[src/verilog/exec_pkg.sv]
package exec_pkg;

    typedef logic [31:0] data_t;
    typedef logic [4:0]  reg_addr_t;

    typedef enum logic [4:0] {
        EX_NOP,
        EX_ADD, EX_SUB, EX_SLT, EX_SLTU,
        EX_NOR, EX_AND, EX_OR, EX_XOR,
        EX_SLL, EX_SRL, EX_SRA,
        EX_MUL, EX_MULH, EX_MULHU,
        EX_DIV, EX_MOD, EX_DIVU, EX_MODU
    } ex_op_e;

    // inst[31:15] of the 3R group
    localparam logic [16:0] OPC3R_ADD_W   = 17'h00020;
    localparam logic [16:0] OPC3R_SUB_W   = 17'h00022;
    localparam logic [16:0] OPC3R_SLT     = 17'h00024;
    localparam logic [16:0] OPC3R_SLTU    = 17'h00025;
    localparam logic [16:0] OPC3R_NOR     = 17'h00028;
    localparam logic [16:0] OPC3R_AND     = 17'h00029;
    localparam logic [16:0] OPC3R_OR      = 17'h0002A;
    localparam logic [16:0] OPC3R_XOR     = 17'h0002B;
    localparam logic [16:0] OPC3R_SLL_W   = 17'h0002E;
    localparam logic [16:0] OPC3R_SRL_W   = 17'h0002F;
    localparam logic [16:0] OPC3R_SRA_W   = 17'h00030;
    localparam logic [16:0] OPC3R_MUL_W   = 17'h00038;
    localparam logic [16:0] OPC3R_MULH_W  = 17'h00039;
    localparam logic [16:0] OPC3R_MULH_WU = 17'h0003A;
    localparam logic [16:0] OPC3R_DIV_W   = 17'h00040;
    localparam logic [16:0] OPC3R_MOD_W   = 17'h00041;
    localparam logic [16:0] OPC3R_DIV_WU  = 17'h00042;
    localparam logic [16:0] OPC3R_MOD_WU  = 17'h00043;

    // inst[31:22] of the 2RI12 group
    localparam logic [9:0] OPC2RI12_SLTI   = 10'h008;
    localparam logic [9:0] OPC2RI12_SLTUI  = 10'h009;
    localparam logic [9:0] OPC2RI12_ADDI_W = 10'h00A;
    localparam logic [9:0] OPC2RI12_ANDI   = 10'h00D;
    localparam logic [9:0] OPC2RI12_ORI    = 10'h00E;
    localparam logic [9:0] OPC2RI12_XORI   = 10'h00F;

    typedef struct packed {
        logic [16:0] opcode;
        reg_addr_t   rk;
        reg_addr_t   rj;
        reg_addr_t   rd;
    } fmt_3r_s;

    typedef struct packed {
        logic [9:0]  opcode;
        logic [11:0] imm12;
        reg_addr_t   rj;
        reg_addr_t   rd;
    } fmt_2ri12_s;

    typedef union packed {
        fmt_3r_s    r3;
        fmt_2ri12_s ri12;
    } inst_u;

    function automatic logic is_mdu_op(input ex_op_e op);
        return op inside {EX_MUL, EX_MULH, EX_MULHU, EX_DIV, EX_MOD, EX_DIVU, EX_MODU};
    endfunction

endpackage

[src/verilog/stage_if.sv]
`timescale 1ns/1ps

interface dec_ex_if import exec_pkg::*; ();
    logic      valid;
    ex_op_e    op;
    data_t     opnd1;
    data_t     opnd2;
    reg_addr_t rd;
    logic      illegal;

    modport dec (output valid, op, opnd1, opnd2, rd, illegal);
    modport ex  (input  valid, op, opnd1, opnd2, rd, illegal);
endinterface


// two bypass sources back into decode
interface fwd_if import exec_pkg::*; ();
    logic      ex_valid;
    reg_addr_t ex_rd;
    data_t     ex_data;
    logic      wb_valid;
    reg_addr_t wb_rd;
    data_t     wb_data;

    modport src (output ex_valid, ex_rd, ex_data, wb_valid, wb_rd, wb_data);
    modport dec (input  ex_valid, ex_rd, ex_data, wb_valid, wb_rd, wb_data);
endinterface

[src/verilog/inst_decode.sv]
`timescale 1ns/1ps

module inst_decode import exec_pkg::*; (
    input  logic      clk,
    input  logic      rst_n,
    input  logic      in_valid,
    input  inst_u     in_inst,
    input  data_t     rs_data1,
    input  data_t     rs_data2,
    output reg_addr_t rs_addr1,
    output reg_addr_t rs_addr2,
    dec_ex_if.dec     ex_bus,
    fwd_if.dec        fwd
);

    ex_op_e op_3r;
    ex_op_e op_ri;
    ex_op_e dec_op;
    logic   is_ri;
    logic   imm_sext;
    data_t  imm;
    data_t  src1;
    data_t  src2;

    // ex pair wins over wb pair, r0 never bypassed
    function automatic data_t pick_operand(
        input reg_addr_t src,
        input data_t     rf_data,
        input logic      ex_valid,
        input reg_addr_t ex_rd,
        input data_t     ex_data,
        input logic      wb_valid,
        input reg_addr_t wb_rd,
        input data_t     wb_data
    );
        if (src == '0)
            return '0;
        if (ex_valid && ex_rd == src)
            return ex_data;
        if (wb_valid && wb_rd == src)
            return wb_data;
        return rf_data;
    endfunction

    always_comb
    begin
        op_3r = EX_NOP;
        case (in_inst.r3.opcode)
            OPC3R_ADD_W:   op_3r = EX_ADD;
            OPC3R_SUB_W:   op_3r = EX_SUB;
            OPC3R_SLT:     op_3r = EX_SLT;
            OPC3R_SLTU:    op_3r = EX_SLTU;
            OPC3R_NOR:     op_3r = EX_NOR;
            OPC3R_AND:     op_3r = EX_AND;
            OPC3R_OR:      op_3r = EX_OR;
            OPC3R_XOR:     op_3r = EX_XOR;
            OPC3R_SLL_W:   op_3r = EX_SLL;
            OPC3R_SRL_W:   op_3r = EX_SRL;
            OPC3R_SRA_W:   op_3r = EX_SRA;
            OPC3R_MUL_W:   op_3r = EX_MUL;
            OPC3R_MULH_W:  op_3r = EX_MULH;
            OPC3R_MULH_WU: op_3r = EX_MULHU;
            OPC3R_DIV_W:   op_3r = EX_DIV;
            OPC3R_MOD_W:   op_3r = EX_MOD;
            OPC3R_DIV_WU:  op_3r = EX_DIVU;
            OPC3R_MOD_WU:  op_3r = EX_MODU;
            default:       op_3r = EX_NOP;
        endcase
    end

    always_comb
    begin
        op_ri    = EX_NOP;
        imm_sext = 1'b1;
        case (in_inst.ri12.opcode)
            OPC2RI12_SLTI:   op_ri = EX_SLT;
            OPC2RI12_SLTUI:  op_ri = EX_SLTU;   // still sign-extended, compared unsigned
            OPC2RI12_ADDI_W: op_ri = EX_ADD;
            OPC2RI12_ANDI:
            begin
                op_ri    = EX_AND;
                imm_sext = 1'b0;
            end
            OPC2RI12_ORI:
            begin
                op_ri    = EX_OR;
                imm_sext = 1'b0;
            end
            OPC2RI12_XORI:
            begin
                op_ri    = EX_XOR;
                imm_sext = 1'b0;
            end
            default:         op_ri = EX_NOP;
        endcase
    end

    // 3R opcodes all have inst[31:22] == 0, so the two views never both hit
    assign is_ri  = (op_ri != EX_NOP);
    assign dec_op = is_ri ? op_ri : op_3r;
    assign imm    = imm_sext ? {{20{in_inst.ri12.imm12[11]}}, in_inst.ri12.imm12}
                             : {20'b0, in_inst.ri12.imm12};

    assign rs_addr1 = in_inst.r3.rj;
    assign rs_addr2 = in_inst.r3.rk;

    assign src1 = pick_operand(rs_addr1, rs_data1, fwd.ex_valid, fwd.ex_rd, fwd.ex_data,
                               fwd.wb_valid, fwd.wb_rd, fwd.wb_data);
    assign src2 = pick_operand(rs_addr2, rs_data2, fwd.ex_valid, fwd.ex_rd, fwd.ex_data,
                               fwd.wb_valid, fwd.wb_rd, fwd.wb_data);

    always_ff @(posedge clk or negedge rst_n)
    begin
        if (!rst_n)
        begin
            ex_bus.valid   <= 1'b0;
            ex_bus.op      <= EX_NOP;
            ex_bus.opnd1   <= '0;
            ex_bus.opnd2   <= '0;
            ex_bus.rd      <= '0;
            ex_bus.illegal <= 1'b0;
        end
        else
        begin
            ex_bus.valid   <= in_valid;
            ex_bus.op      <= dec_op;
            ex_bus.opnd1   <= src1;
            ex_bus.opnd2   <= is_ri ? imm : src2;
            ex_bus.rd      <= in_inst.r3.rd;
            ex_bus.illegal <= in_valid && (dec_op == EX_NOP);
        end
    end

    // a legal entry held here comes back on the wb pair next cycle
    a_ex_pair_reaches_wb: assert property (@(posedge clk) disable iff (!rst_n)
        (ex_bus.valid && !ex_bus.illegal && ex_bus.rd != '0)
        |=> (fwd.wb_valid && fwd.wb_rd == $past(ex_bus.rd)
             && fwd.wb_data == $past(fwd.ex_data)));

endmodule

[src/flat_wrapper.sv]
// flat-port wrapper written by rule: the top's interface ports become plain ports
module inst_decode_flat import exec_pkg::*;
  (clk, rst_n, in_valid, in_inst, rs_data1, rs_data2, rs_addr1, rs_addr2, ex_bus_valid, ex_bus_op, ex_bus_opnd1, ex_bus_opnd2, ex_bus_rd, ex_bus_illegal, fwd_ex_valid, fwd_ex_rd, fwd_ex_data, fwd_wb_valid, fwd_wb_rd, fwd_wb_data);
  dec_ex_if ex_bus_i ();
  fwd_if fwd_i ();
  input  logic clk;
  input  logic rst_n;
  input  logic in_valid;
  input  inst_u in_inst;
  input  data_t rs_data1;
  input  data_t rs_data2;
  output reg_addr_t rs_addr1;
  output reg_addr_t rs_addr2;
  output wire logic [$bits(ex_bus_i.valid)-1:0] ex_bus_valid;
  output wire logic [$bits(ex_bus_i.op)-1:0] ex_bus_op;
  output wire logic [$bits(ex_bus_i.opnd1)-1:0] ex_bus_opnd1;
  output wire logic [$bits(ex_bus_i.opnd2)-1:0] ex_bus_opnd2;
  output wire logic [$bits(ex_bus_i.rd)-1:0] ex_bus_rd;
  output wire logic [$bits(ex_bus_i.illegal)-1:0] ex_bus_illegal;
  input wire logic [$bits(fwd_i.ex_valid)-1:0] fwd_ex_valid;
  input wire logic [$bits(fwd_i.ex_rd)-1:0] fwd_ex_rd;
  input wire logic [$bits(fwd_i.ex_data)-1:0] fwd_ex_data;
  input wire logic [$bits(fwd_i.wb_valid)-1:0] fwd_wb_valid;
  input wire logic [$bits(fwd_i.wb_rd)-1:0] fwd_wb_rd;
  input wire logic [$bits(fwd_i.wb_data)-1:0] fwd_wb_data;
  assign ex_bus_valid = ex_bus_i.valid;
  assign ex_bus_op = ex_bus_i.op;
  assign ex_bus_opnd1 = ex_bus_i.opnd1;
  assign ex_bus_opnd2 = ex_bus_i.opnd2;
  assign ex_bus_rd = ex_bus_i.rd;
  assign ex_bus_illegal = ex_bus_i.illegal;
  assign fwd_i.ex_valid = fwd_ex_valid;
  assign fwd_i.ex_rd = fwd_ex_rd;
  assign fwd_i.ex_data = fwd_ex_data;
  assign fwd_i.wb_valid = fwd_wb_valid;
  assign fwd_i.wb_rd = fwd_wb_rd;
  assign fwd_i.wb_data = fwd_wb_data;
  inst_decode u_core (.clk(clk), .rst_n(rst_n), .in_valid(in_valid), .in_inst(in_inst), .rs_data1(rs_data1), .rs_data2(rs_data2), .rs_addr1(rs_addr1), .rs_addr2(rs_addr2), .ex_bus(ex_bus_i), .fwd(fwd_i));
endmodule
[config.mk]
export PLATFORM = sky130hd
export DESIGN_NAME = inst_decode_flat
export DESIGN_NICKNAME = d
export VERILOG_FILES = /design/src/verilog/exec_pkg.sv /design/src/verilog/stage_if.sv /design/src/verilog/inst_decode.sv /design/src/flat_wrapper.sv
export SDC_FILE = /design/constraint.sdc
export NUM_CORES = 1
export LEC_CHECK = 0
export BUFFER_PORTS_ARGS = -buffer_cell sky130_fd_sc_hd__buf_2
export CAP_MARGIN = 20
export CORE_AREA = 2 2 102 104
export CTS_CLUSTER_SIZE = 24
export DETAILED_ROUTE_END_ITERATION = 7
export DIE_AREA = 0 0 104 106
export HOLD_SLACK_MARGIN = 0.1
export PLACE_DENSITY = 0.81
export SLEW_MARGIN = 30
export SYNTH_ARGS = -nofsm -noshare
export SYNTH_HDL_FRONTEND = slang
export SYNTH_SLANG_ARGS = --single-unit
[constraint.sdc]
create_clock -name clk -period 0.9 [get_ports clk]
set_clock_uncertainty 0.15 [all_clocks]
set_input_delay 0.135 -clock clk [delete_from_list [all_inputs] [get_ports clk]]
set_output_delay 0.135 -clock clk [all_outputs]
set_load 0.005 [all_outputs]
[Word-level counts from Yosys, hierarchy flattened]
Index checks and enable logic that the tools add are counted.
Word-level totals
  flip-flop bits (word level): 76
  output and inout port bits: 86
Operators by class
  equal/unequal tests: 28
  multiplexer cells: 29
  reduce and logical (&&, ||, !) cells: 10
Operator list (number)
  32-bit 2-to-1 mux: 14
  17-bit by 6-bit == test with 1-bit output, second input constant: 14
  5-bit one-hot mux with 18 select lines: 1
  17-bit by 7-bit == test with 1-bit output, second input constant: 4
  10-bit by 4-bit == test with 1-bit output, second input constant: 6
  4-bit one-hot mux with 6 select lines: 1
  5-bit == test: 4
  5-bit zero test: 3
  1-bit 2-to-1 mux: 12
  1-bit logical AND: 5
  5-bit 2-to-1 mux: 1
  5-bit nonzero test: 1
  3-bit OR reduction: 1

[Logic depth before layout (Yosys ltp)]
Gate-level depths: netlist of run 1.
  depth after elaboration: 10
  depth in mapped cells: 8

[Worst setup path before layout of run 1]
Ideal clock, no wire load.
  kind: input port to flip-flop
  from: input port in_inst[26] (netlist bit)
  to: register u_core.ex_bus.opnd2[21]
  data required time: 0.615 ns
  arrival time: 1.440 ns
  stages on the path: 6
  slack: -0.825 ns
  library setup time: 0.135 ns
  cells stage by stage: or4_4 -> a2111oi_4 -> a21oi_2 -> clkbuf_2 -> o21ai_0 -> o21ai_1
Between the ends
  cells in the longest elaborated chain, start to end: 4
RTL lines
  start: declaration: RTL line flat_wrapper.sv:9  | input inst_u in_inst;
  10-bit by 4-bit == test with 1-bit output: RTL line inst_decode.sv:75  | case (in_inst.ri12.opcode)
  4-bit one-hot mux with 6 select lines / 3-bit OR reduction (equally long branches)
  5-bit nonzero test / 32-bit 2-to-1 mux (equally long branches): RTL line inst_decode.sv:99, inst_decode.sv:101
  32-bit 2-to-1 mux *: RTL line inst_decode.sv:128  | ex_bus.opnd2 <= is_ri ? imm : src2;
  end signal: assignment: RTL line inst_decode.sv:128
  end: declaration: RTL line stage_if.sv:11  | modport dec (output valid, op, opnd1, opnd2, rd, illegal);
Every way passes the cells marked *; elsewhere a longest branch is shown, timed or not.

[Worst setup path after layout of run 1]
  from: input port fwd_wb_rd[1]
  to: register u_core.ex_bus.opnd1[25]
Between the ends
  cells in the longest elaborated chain, start to end: 8
RTL lines
  start: declaration: RTL line flat_wrapper.sv:24  | input wire logic [$bits(fwd_i.wb_rd)-1:0] fwd_wb_rd;
  5-bit == test *: RTL line inst_decode.sv:40  | if (wb_valid && wb_rd == src)
  1-bit logical AND *: RTL line inst_decode.sv:40
  1-bit 2-to-1 mux (2 in series): RTL line inst_decode.sv:40
  1-bit 2-to-1 mux: RTL line inst_decode.sv:38  | if (ex_valid && ex_rd == src)
  32-bit 2-to-1 mux *: RTL line inst_decode.sv:42  | return rf_data;
  32-bit 2-to-1 mux *: RTL line inst_decode.sv:40
  32-bit 2-to-1 mux *: RTL line inst_decode.sv:38
  named net u_core.src1[25]: RTL line inst_decode.sv:22  | data_t src1;
  end signal: assignment: RTL line inst_decode.sv:127  | ex_bus.opnd1 <= src1;
  end: declaration: RTL line stage_if.sv:11
The timed path passes the listed nets; every way through them passes the cells marked *. The select of a mux whose other input is x is not followed.

==> results of run 1 <==
[worst max-delay path, cell delays in order]
cell and delay (ns):
buf_6 0.10, buf_6 0.11, xor2_2 0.14, nor4_2 0.33, and3_4 0.39, buf_8 0.19
mux2i_1 0.09, a211oi_1 0.27
[cell families (layout without fill, tap and decap cells)]
logic type      count (synthesis)  count (layout)
mux                            46              46
other cells                     0               1
buf+inv                        49             404
simple gates                  125             125
xor+xnor                       21              21
compound gates                133             133
flops                          76              76
[synthesized netlist by cell type (2+ instances only)]
cell type / number
a211oi_1: 52
a21oi_1: 13
a22o_1: 12
a31oi_1: 2
and3_1: 3
buf_2: 8
buf_4: 11
buf_6: 7
clkbuf_1: 19
dfrtp_1: 76
inv_1: 3
mux2i_1: 45
nand2_1: 9
nand2b_1: 2
nand3_1: 10
nand4_1: 5
nor2_1: 54
nor2b_1: 22
nor3_1: 5
nor3b_1: 2
nor4_1: 6
o211ai_1: 2
o21ai_0: 27
o21ai_1: 18
xnor2_1: 5
xor2_1: 16
[cell usage in the layout (no fill, tap or decap), drive strengths merged, types with 3 or more instances in the layout]
cell / netlist / final
buf: 26 / 351
nand3: 10 / 10
a211oi: 52 / 52
a22o: 12 / 12
a21oi: 14 / 14
and3: 3 / 3
nor4: 6 / 6
clkbuf: 20 / 18
nor3: 5 / 5
dlygate4sd3: 0 / 29
xor2: 16 / 16
inv: 3 / 3
o21ai: 45 / 45
xnor2: 5 / 5
bufinv: 0 / 3
nor2b: 22 / 22
nand2: 9 / 9
nand4: 5 / 5
nor2: 54 / 54
mux2i: 45 / 45
dfrtp: 76 / 76
[how the worst max path moves through the flow]
stage	endpoint	slack, ns	depth (start not counted)
after floorplan	u_core.ex_bus.opnd2[11]	-0.74	8
after global placement	u_core.ex_bus.opnd2[16]	-1.06	7
after detailed placement	u_core.ex_bus.opnd1[10]	-1.12	7
after CTS	u_core.ex_bus.opnd2[11]	-0.68	8
after global routing	u_core.ex_bus.opnd1[12]	-0.79	8
final	u_core.ex_bus.opnd1[25]	-0.75	8
[power by group]
group | internal (mW) | total, mW | leakage (nW) | switching, mW
Combinational | 1.20 | 2.25 | 2.60 | 1.05
Sequential | 3.65 | 3.73 | 0.902 | 0.0782
Clock | 2.15 | 3.49 | 0.136 | 1.34
Total | 7.01 | 9.48 | 3.64 | 2.47
[state kept, by name, indices dropped and copies added (netlist names)]
register / count
u_core.ex_bus.rd: 5
u_core.ex_bus.opnd1: 32
u_core.ex_bus.illegal: 1
u_core.ex_bus.op: 5
u_core.ex_bus.valid: 1
u_core.ex_bus.opnd2: 32
[layer usage]
metal,track usage (%),up-vias,wire length [um]
met5,0,-,13
met4,15.8,2,733
met3,6.74,71,1340
met2,54.7,320,9920
met1,33.8,2518,6920
li1,-,2324,-
[area by class of cell]
cell class	instances	area share (%)
repair buffers	385	35.3
clock buffers	13	2.32
diodes	1	0.0324
flip-flops and latches	76	24.6
multi-input cells	325	34.3
inverters	3	0.146
well taps	136	2.20
clock inverters	3	1.17
[timing repair]
item	CTS	global route
endpoints found under the hold margin	149	65
pin swaps	12	34
cloned	5	7
setup buffers	9	12
resized for setup	43	114
endpoints found under the setup margin	146	146
==> results.cfg, run 1 <==
[synth]
yosysWarnings = 0
ys_seq_area_share_pct = 43.4
ys_ff_latch = 76
synth_cells = 450
synth_compound_area_share_pct = 20.7
synthAdderAreaFrac_pct = 0
netlist.area_leader.share_pct = 43.4
ys.flop_type = dfrtp_1
syn_avg_cell_area_sq_um = 9.74
synth_top_family_by_area = compound AO/OA/AOI/OAI gates
synth_edf_count = 0
yosys.area_share.simple_pct = 14.6
yosys-mux-area-fraction_pct = 10.5
synth.distinct_cells = 42
yosys.area.top_type = dfrtp_1
synthXorXnorAreaFrac_pct = 4.20
synthArstFlopShare_pct = 100
syn_nets = 625
syn_area_sq_um = 4380
synthTopCellsByArea = dfrtp_1 (43%), mux2i_1 (10%), a211oi_1 (8.9%)

[setup_path]
crit_start = fwd_wb_rd[1]
arrival_ns = 1.75
required_ns = 0.99
crit_fanout = 7
critPathCaptureType = flip-flop
worstSetupPathType = input pin to flip-flop
start_kind = input pin

[placement]
placed_area_sq_um = 6250
placedCellCount = 870
preCtsSetupSlack_ns = -1.12
place_congestion = 0.941
port_buffers = 260
dpl.hpwl_um = 12000

[timing]
setup_ws_ns = -0.754
worstMarginPinSlew_ns = 0.454
clock.fmax_ghz = 0.604
finalCritPeriodShare_pct = 184
hold_viol_final = 39
fin_hold_ws_ns = -0.0862
fin_tns_setup_ns = -61.71
rsz0062_at_grt = yes
min_period_ns = 1.65
slew_violations = 0
finalSetupViolCount = 146
relSlewSlack_pct = 69.6

[power_and_ir_drop]
power.density_nw_per_um2 = 1230
p_leak_nw = 3.64
total_power_mw = 9.48
ir_drop_v = 0.000842

[status]
violations = hold timing, setup timing
outcome = complete, but fails checks

[layout]
regArea_sq_um = 1900
fill_cells = 664
layout.cells.non_filler = 942
drive_gt1_share_pct = 56.5
multi_input_area_sq_um = 2650
fin_nets = 975
fin_util_pct = 77.2
syn2layout_area_growth_pct = 76.3
final_area_sq_um = 7720

[floorplan]
design.die.area_sq_um = 11000
initial_core_util_pct = 43.8
row_count = 37
die_w_um = 104
die_height_um = 106
core_area_sq_um = 10000
top_level_ports = 261

[worst_hold_path]
worstHoldEndpoint = u_core.ex_bus.opnd1[2]
min_path_cells = 3
hold_class = input pin to flip-flop
min_from = fwd_ex_data[2]

[grt]
grt_pass1_wl_um = 26400
grt_pass1_vias = 5311
gr-usage-all-layers_pct = 30.5
grt_max_degree = 45
grt-ovfl-total = 0
antenna_found_initial = 2

[drt]
drt.antenna.violating_nets = 0
avgRoutedWirePerCell_um = 20.1
dr.pass1.iters = 4
drt_wl_total_um = 18900
drc = 0
vias = 5235
first_iter_violations = 370
post_drt_via_cell_ratio = 5.56

[clocking]
htreeDepth = 3
clockRootBuffer = clkbuf_8
tritoncts = built
cts.path.max_buffers = 2
cts_hold_buf = 29
clock_sinks = 76
cts_buffers = 9
clk_pin_slew_ns = 0.10

[flow_run]
drv_cap = 0
(Power assumes the default switching activity.)
==> run 2, diff against run 1 <==
- SKIP_LAST_GASP: default -> 1
==> run 2 against run 1 <==
First-iteration DRC count down 13%; hold slack worse by 0.0016 ns; cell count down 0.85%; maximum frequency up 0.52%; critical path type unchanged; non-clock buffer count down 8; the flow still finishes with violations (hold timing, setup timing); count of clock-buffer cells in the layout unchanged; combinational power down 4%.
==> results.cfg, run 2 (synthesis gave the netlist of run 1 again) <==
[status]
outcome = complete, but fails checks
violations = hold timing, setup timing

[grt]
gr-usage-all-layers_pct = 30.4
grt_max_degree = 45
grt_pass1_wl_um = 26300
grt_pass1_vias = 5294
grt-ovfl-total = 0
antenna_found_initial = 2

[drt]
drt.antenna.violating_nets = 0
drc = 0
post_drt_via_cell_ratio = 5.51
dr.pass1.iters = 5
drt_wl_total_um = 18000
vias = 5145
first_iter_violations = 321
avgRoutedWirePerCell_um = 19.3

[layout]
fill_cells = 707
drive_gt1_share_pct = 52.4
fin_nets = 967
syn2layout_area_growth_pct = 70.3
mostFrequentLayoutCell = buf_2
final_cell_mix = buf_2 (249), dfrtp_1 (76), buf_4 (63)
fin_util_pct = 74.6
reg.largest.list = u_core.ex_bus.opnd1 (32), u_core.ex_bus.opnd2 (32)

[power_and_ir_drop]
power.density_nw_per_um2 = 1250
ir_drop_v = 0.000854
p_leak_nw = 3.53

[placement]
dpl.hpwl_um = 12000
port_buffers = 260
preCtsSetupSlack_ns = -1.12
place_congestion = 0.941

[flow_run]
drv_cap = 0

[clocking]
clockRootBuffer = clkbuf_8
clock_sinks = 76
tritoncts = built
cts_hold_buf = 28
cts_buffers = 9
htreeDepth = 3
clk_pin_slew_ns = 0.10
cts.path.max_buffers = 2

[setup_path]
arrival_ns = 1.72
cp_common_cell = buf_4
critPathCaptureType = flip-flop
start_kind = input pin
worstSetupPathType = input pin to flip-flop
slowest_delay_ns = 0.28
cp_slowest_cell = a211oi_1
path_cells = buf_2, buf_4, xor2_1, nor4_2, buf_4, buf_4, and3_1, buf_12, a211oi_1, o21ai_1
required_ns = 0.97
crit_fanout = 20

[timing]
worstMarginPinSlew_ns = 0.443
slew_violations = 0
fin_hold_ws_ns = -0.0878
rsz0062_at_grt = yes
clock.fmax_ghz = 0.608
min_period_ns = 1.65
setup_ws_ns = -0.746
hold_viol_final = 36
finalCritPeriodShare_pct = 183
finalSetupViolCount = 146
relSlewSlack_pct = 70.3

[worst_hold_path]
hold_class = input pin to flip-flop

[floorplan]
initial_core_util_pct = 43.8
die_height_um = 106
die_w_um = 104
row_count = 37
top_level_ports = 261
core_area_sq_um = 10000
design.die.area_sq_um = 11000
==> run 2: cell count changes in the layout (fill, tap and decap cells not counted), moves of 3 or more <==
cell / before / now
o21ai_0: 3 / 23
buf_2: 246 / 249
buf_4: 66 / 63
mux2i_2: 4 / 7
mux2i_4: 10 / 7
a211oi_1: 33 / 40
o21ai_2: 21 / 1
buf_6: 20 / 14
a211oi_2: 19 / 12
clkbuf_16: 5 / 2
==> run 2: power breakdown <==
part | switching [mW] | leakage, nW | internal, mW
Combinational | 0.991 | 2.49 | 1.16
Sequential | 0.0773 | 0.902 | 3.65
Clock | 1.34 | 0.136 | 2.15
Total | 2.40 | 3.53 | 6.96
==> run 2: layer usage <==
layer,up-vias,part of all wire (%),track usage (%)
li1,2310,-,-
met3,59,7.6,6.74
met2,315,53,54.7
met4,2,3.5,15.7
met1,2459,36,33.7
met5,-,0.072,0
==> run 2: worst paths after layout <==
| check | from | endpoint | depth (start not counted) |
|---|---|---|---|
| max | in_inst[10] | u_core.ex_bus.opnd2[24] | 10 |
| max in group asynchronous | rst_n | u_core.ex_bus.opnd1[7] | 3 |
| min | fwd_ex_data[2] | u_core.ex_bus.opnd1[2] | 3 |
| min in group asynchronous | rst_n | u_core.ex_bus.opnd2[21] | 3 |
==> run 2: layout make-up <==
| type | count | area, sq um | share of cell area (%) |
|---|---|---|---|
| timing repair buffer | 377 | 2610 | 35.0 |
| multi-input combinational | 325 | 2500 | 33.5 |
| sequential | 76 | 1900 | 25.5 |
| clock buffer | 13 | 179 | 2.40 |
| tap | 136 | 170 | 2.28 |
| clock inverter | 3 | 90.1 | 1.21 |
| inverter | 3 | 11.3 | 0.151 |
| antenna | 1 | 2.50 | 0.0335 |
==> run 2: critical path: cells and delay by family <==
kind,cells,cell delay (ns)
compound gates,2,0.41
xor+xnor,1,0.21
buf+inv,5,0.69
simple gates,2,0.25
==> run 2: repair_timing <==
item / in CTS / in global routing
cloned: 5 / 2
resized for setup: 39 / 62
endpoints found under the hold margin: 149 / 65
pin swaps: 12 / 21
setup endpoints to repair: 146 / 146
setup buffers: 9 / 10
==> run 2: metrics by stage <==
| stage | cell area, sq um | setup TNS (ns) | cells | power (mW) | hold slack, ns |
|---|---|---|---|---|---|
| CTS | 7160 | -59.97 | 927 | 9.21 | -0.0958 |
| finish | 7460 | -61.16 | 934 | 9.36 | -0.0878 |
| global placement | 6250 | -64.56 | 870 | 5.52 | -0.0239 |
| detailed placement | 6250 | -69.67 | 870 | 5.58 | -0.0183 |
| global route | 7460 | -64.82 | 934 | 9.68 | -0.0845 |
| floorplan | 4450 | -44.75 | 450 | 4.45 | -0.311 |
==> run 3, diff against run 2 <==
- clock period: 0.9 -> 1.9 ns (I/O delays scaled with it)
==> run 3 against run 2 <==
The run now ends clean; sequential power shrank 53%; critical path depth shrank 3; clock power shrank 53%; flip-flop and latch count is the same; worst setup slack gained 0.87 ns; power shrank 54%; sequential share of layout area grew 2.5 points; count of clock-buffer cells in the layout shrank 2; wire length shrank 13%; hold slack gained 0.20 ns; critical path type unchanged; critical endpoint is now u_core.ex_bus.opnd1[23]; highest routed layer is now met4.
==> results.cfg, run 3 (synthesis gave the netlist of run 1 again) <==
[setup_path]
worstSetupPathType = input pin to flip-flop
critPathCaptureType = flip-flop
slowest_delay_ns = 0.37
path_delay_family = simple AND/OR/NAND/NOR gates
cp.buffers_inverters = 2
start_kind = input pin
cp_slowest_cell = a211oi_1
crit_fanout = 20
arrival_ns = 1.83
required_ns = 1.96
path_cells = buf_2, xor2_1, nor4_1, and3_2, buf_12, mux2i_1, a211oi_1

[layout]
fin_util_pct = 67.9
antenna_cells = 0
final_cell_mix = buf_2 (259), dfrtp_1 (76), nor2_1 (53)
syn2layout_area_growth_pct = 54.9
reg.largest.list = u_core.ex_bus.opnd1 (32), u_core.ex_bus.opnd2 (32)
drive_gt1_share_pct = 43.9
mostFrequentLayoutCell = buf_2
final_area_sq_um = 6790
layout.cells.non_filler = 909
fin_nets = 944

[grt]
grt_pass1_vias = 4998
grt-ovfl-total = 0
antenna_found_initial = 0
grt_max_degree = 41
gr-usage-all-layers_pct = 28.0
grt_pass1_wl_um = 24400

[power_and_ir_drop]
p_seq_share_pct = 41.2
p_clk_share_pct = 38.3
swShare_pct = 23.6
power.density_nw_per_um2 = 631
total_power_mw = 4.28
p_leak_nw = 3.24
power_frac_comb_pct = 20.5
p_int_mw = 3.27
ir_drop_v = 0.000407
p_sw_mw = 1.01

[timing]
worstMarginPinSlew_ns = 0.408
rsz0062_at_grt = no
slew_violations = 0
hold_viol_final = 0
clock.fmax_ghz = 0.564
fin_hold_ws_ns = 0.115
finalSetupViolCount = 0
finalCritPeriodShare_pct = 93.3
relSlewSlack_pct = 72.8
fin_tns_setup_ns = 0
min_period_ns = 1.77
setup_ws_ns = 0.127

[floorplan]
top_level_ports = 261
initial_core_util_pct = 43.8
die_w_um = 104
core_area_sq_um = 10000
design.die.area_sq_um = 11000
die_height_um = 106
row_count = 37

[drt]
vias = 4914
drt_wl_total_um = 15700
drc = 0
drt.antenna.violating_nets = 0
dr.pass1.iters = 5
avgRoutedWirePerCell_um = 17.3
post_drt_via_cell_ratio = 5.41
first_iter_violations = 293

[clocking]
cts_buffers = 9
cts.path.max_buffers = 2
post_cts_buffers = 0
clock_sinks = 76
clockRootBuffer = clkbuf_8
tritoncts = built
clk_pin_slew_ns = 0.08
htreeDepth = 3

[placement]
dpl.hpwl_um = 11500
place_congestion = 0.921
preCtsSetupSlack_ns = -0.237
port_buffers = 260
placed_area_sq_um = 6070
placedCellCount = 850

[status]
outcome = completed

[worst_hold_path]
hold_class = input pin to flip-flop

[flow_run]
drv_cap = 0
-- run 3: worst paths after layout --
| kind | startpoint | to | slack, ns | cells past startpoint |
|---|---|---|---|---|
| setup / recovery | in_inst[9] | u_core.ex_bus.opnd1[23] | 0.13 | 7 |
| hold / removal | rs_data1[6] | u_core.ex_bus.opnd1[6] | 0.12 | 3 |
| max in group asynchronous | rst_n | u_core.ex_bus.opnd2[12] | 0.76 | 3 |
| min in group asynchronous | rst_n | u_core.ex_bus.opnd1[29] | 0.27 | 2 |
-- run 3: final cells by class --
class                      count  area, sq um
sequential                    76         1900
inverter                       3         11.3
clock inverter                 4          120
tap                          136          170
timing repair buffer         354         2220
fill                         788         3210
multi-input combinational    325         2210
clock buffer                  11          151
-- run 3: power by group through the flow --
stage,combinational [mW],sequential [mW],clock [mW]
5_1_grt,0.953,1.77,1.73
6_report,0.880,1.76,1.64
3_5_place_dp,0.795,1.79,0
2_1_floorplan,0.291,1.81,0
4_1_cts,0.870,1.76,1.67
3_3_place_gp,0.774,1.79,0
-- run 3: routing by layer --
layer	up-vias	track usage, %	share of wire [%]
met2	294	50.0	51
met1	2307	31.9	39
met3	49	5.33	6.8
met4	0	14.4	3.5
li1	2264	-	-
met5	-	0	0
-- run 3: worst min-delay path: stages --
cell	delay, ns
buf_2	0.09
mux2i_1	0.11
a211oi_1	0.09
-- run 3: timing repair --
item / 4_1_cts / 5_1_grt
hold buffers: 44 / 0
resized for setup: 0 / 1
hold endpoints to repair: 121 / 0
setup endpoints to repair: 0 / 1
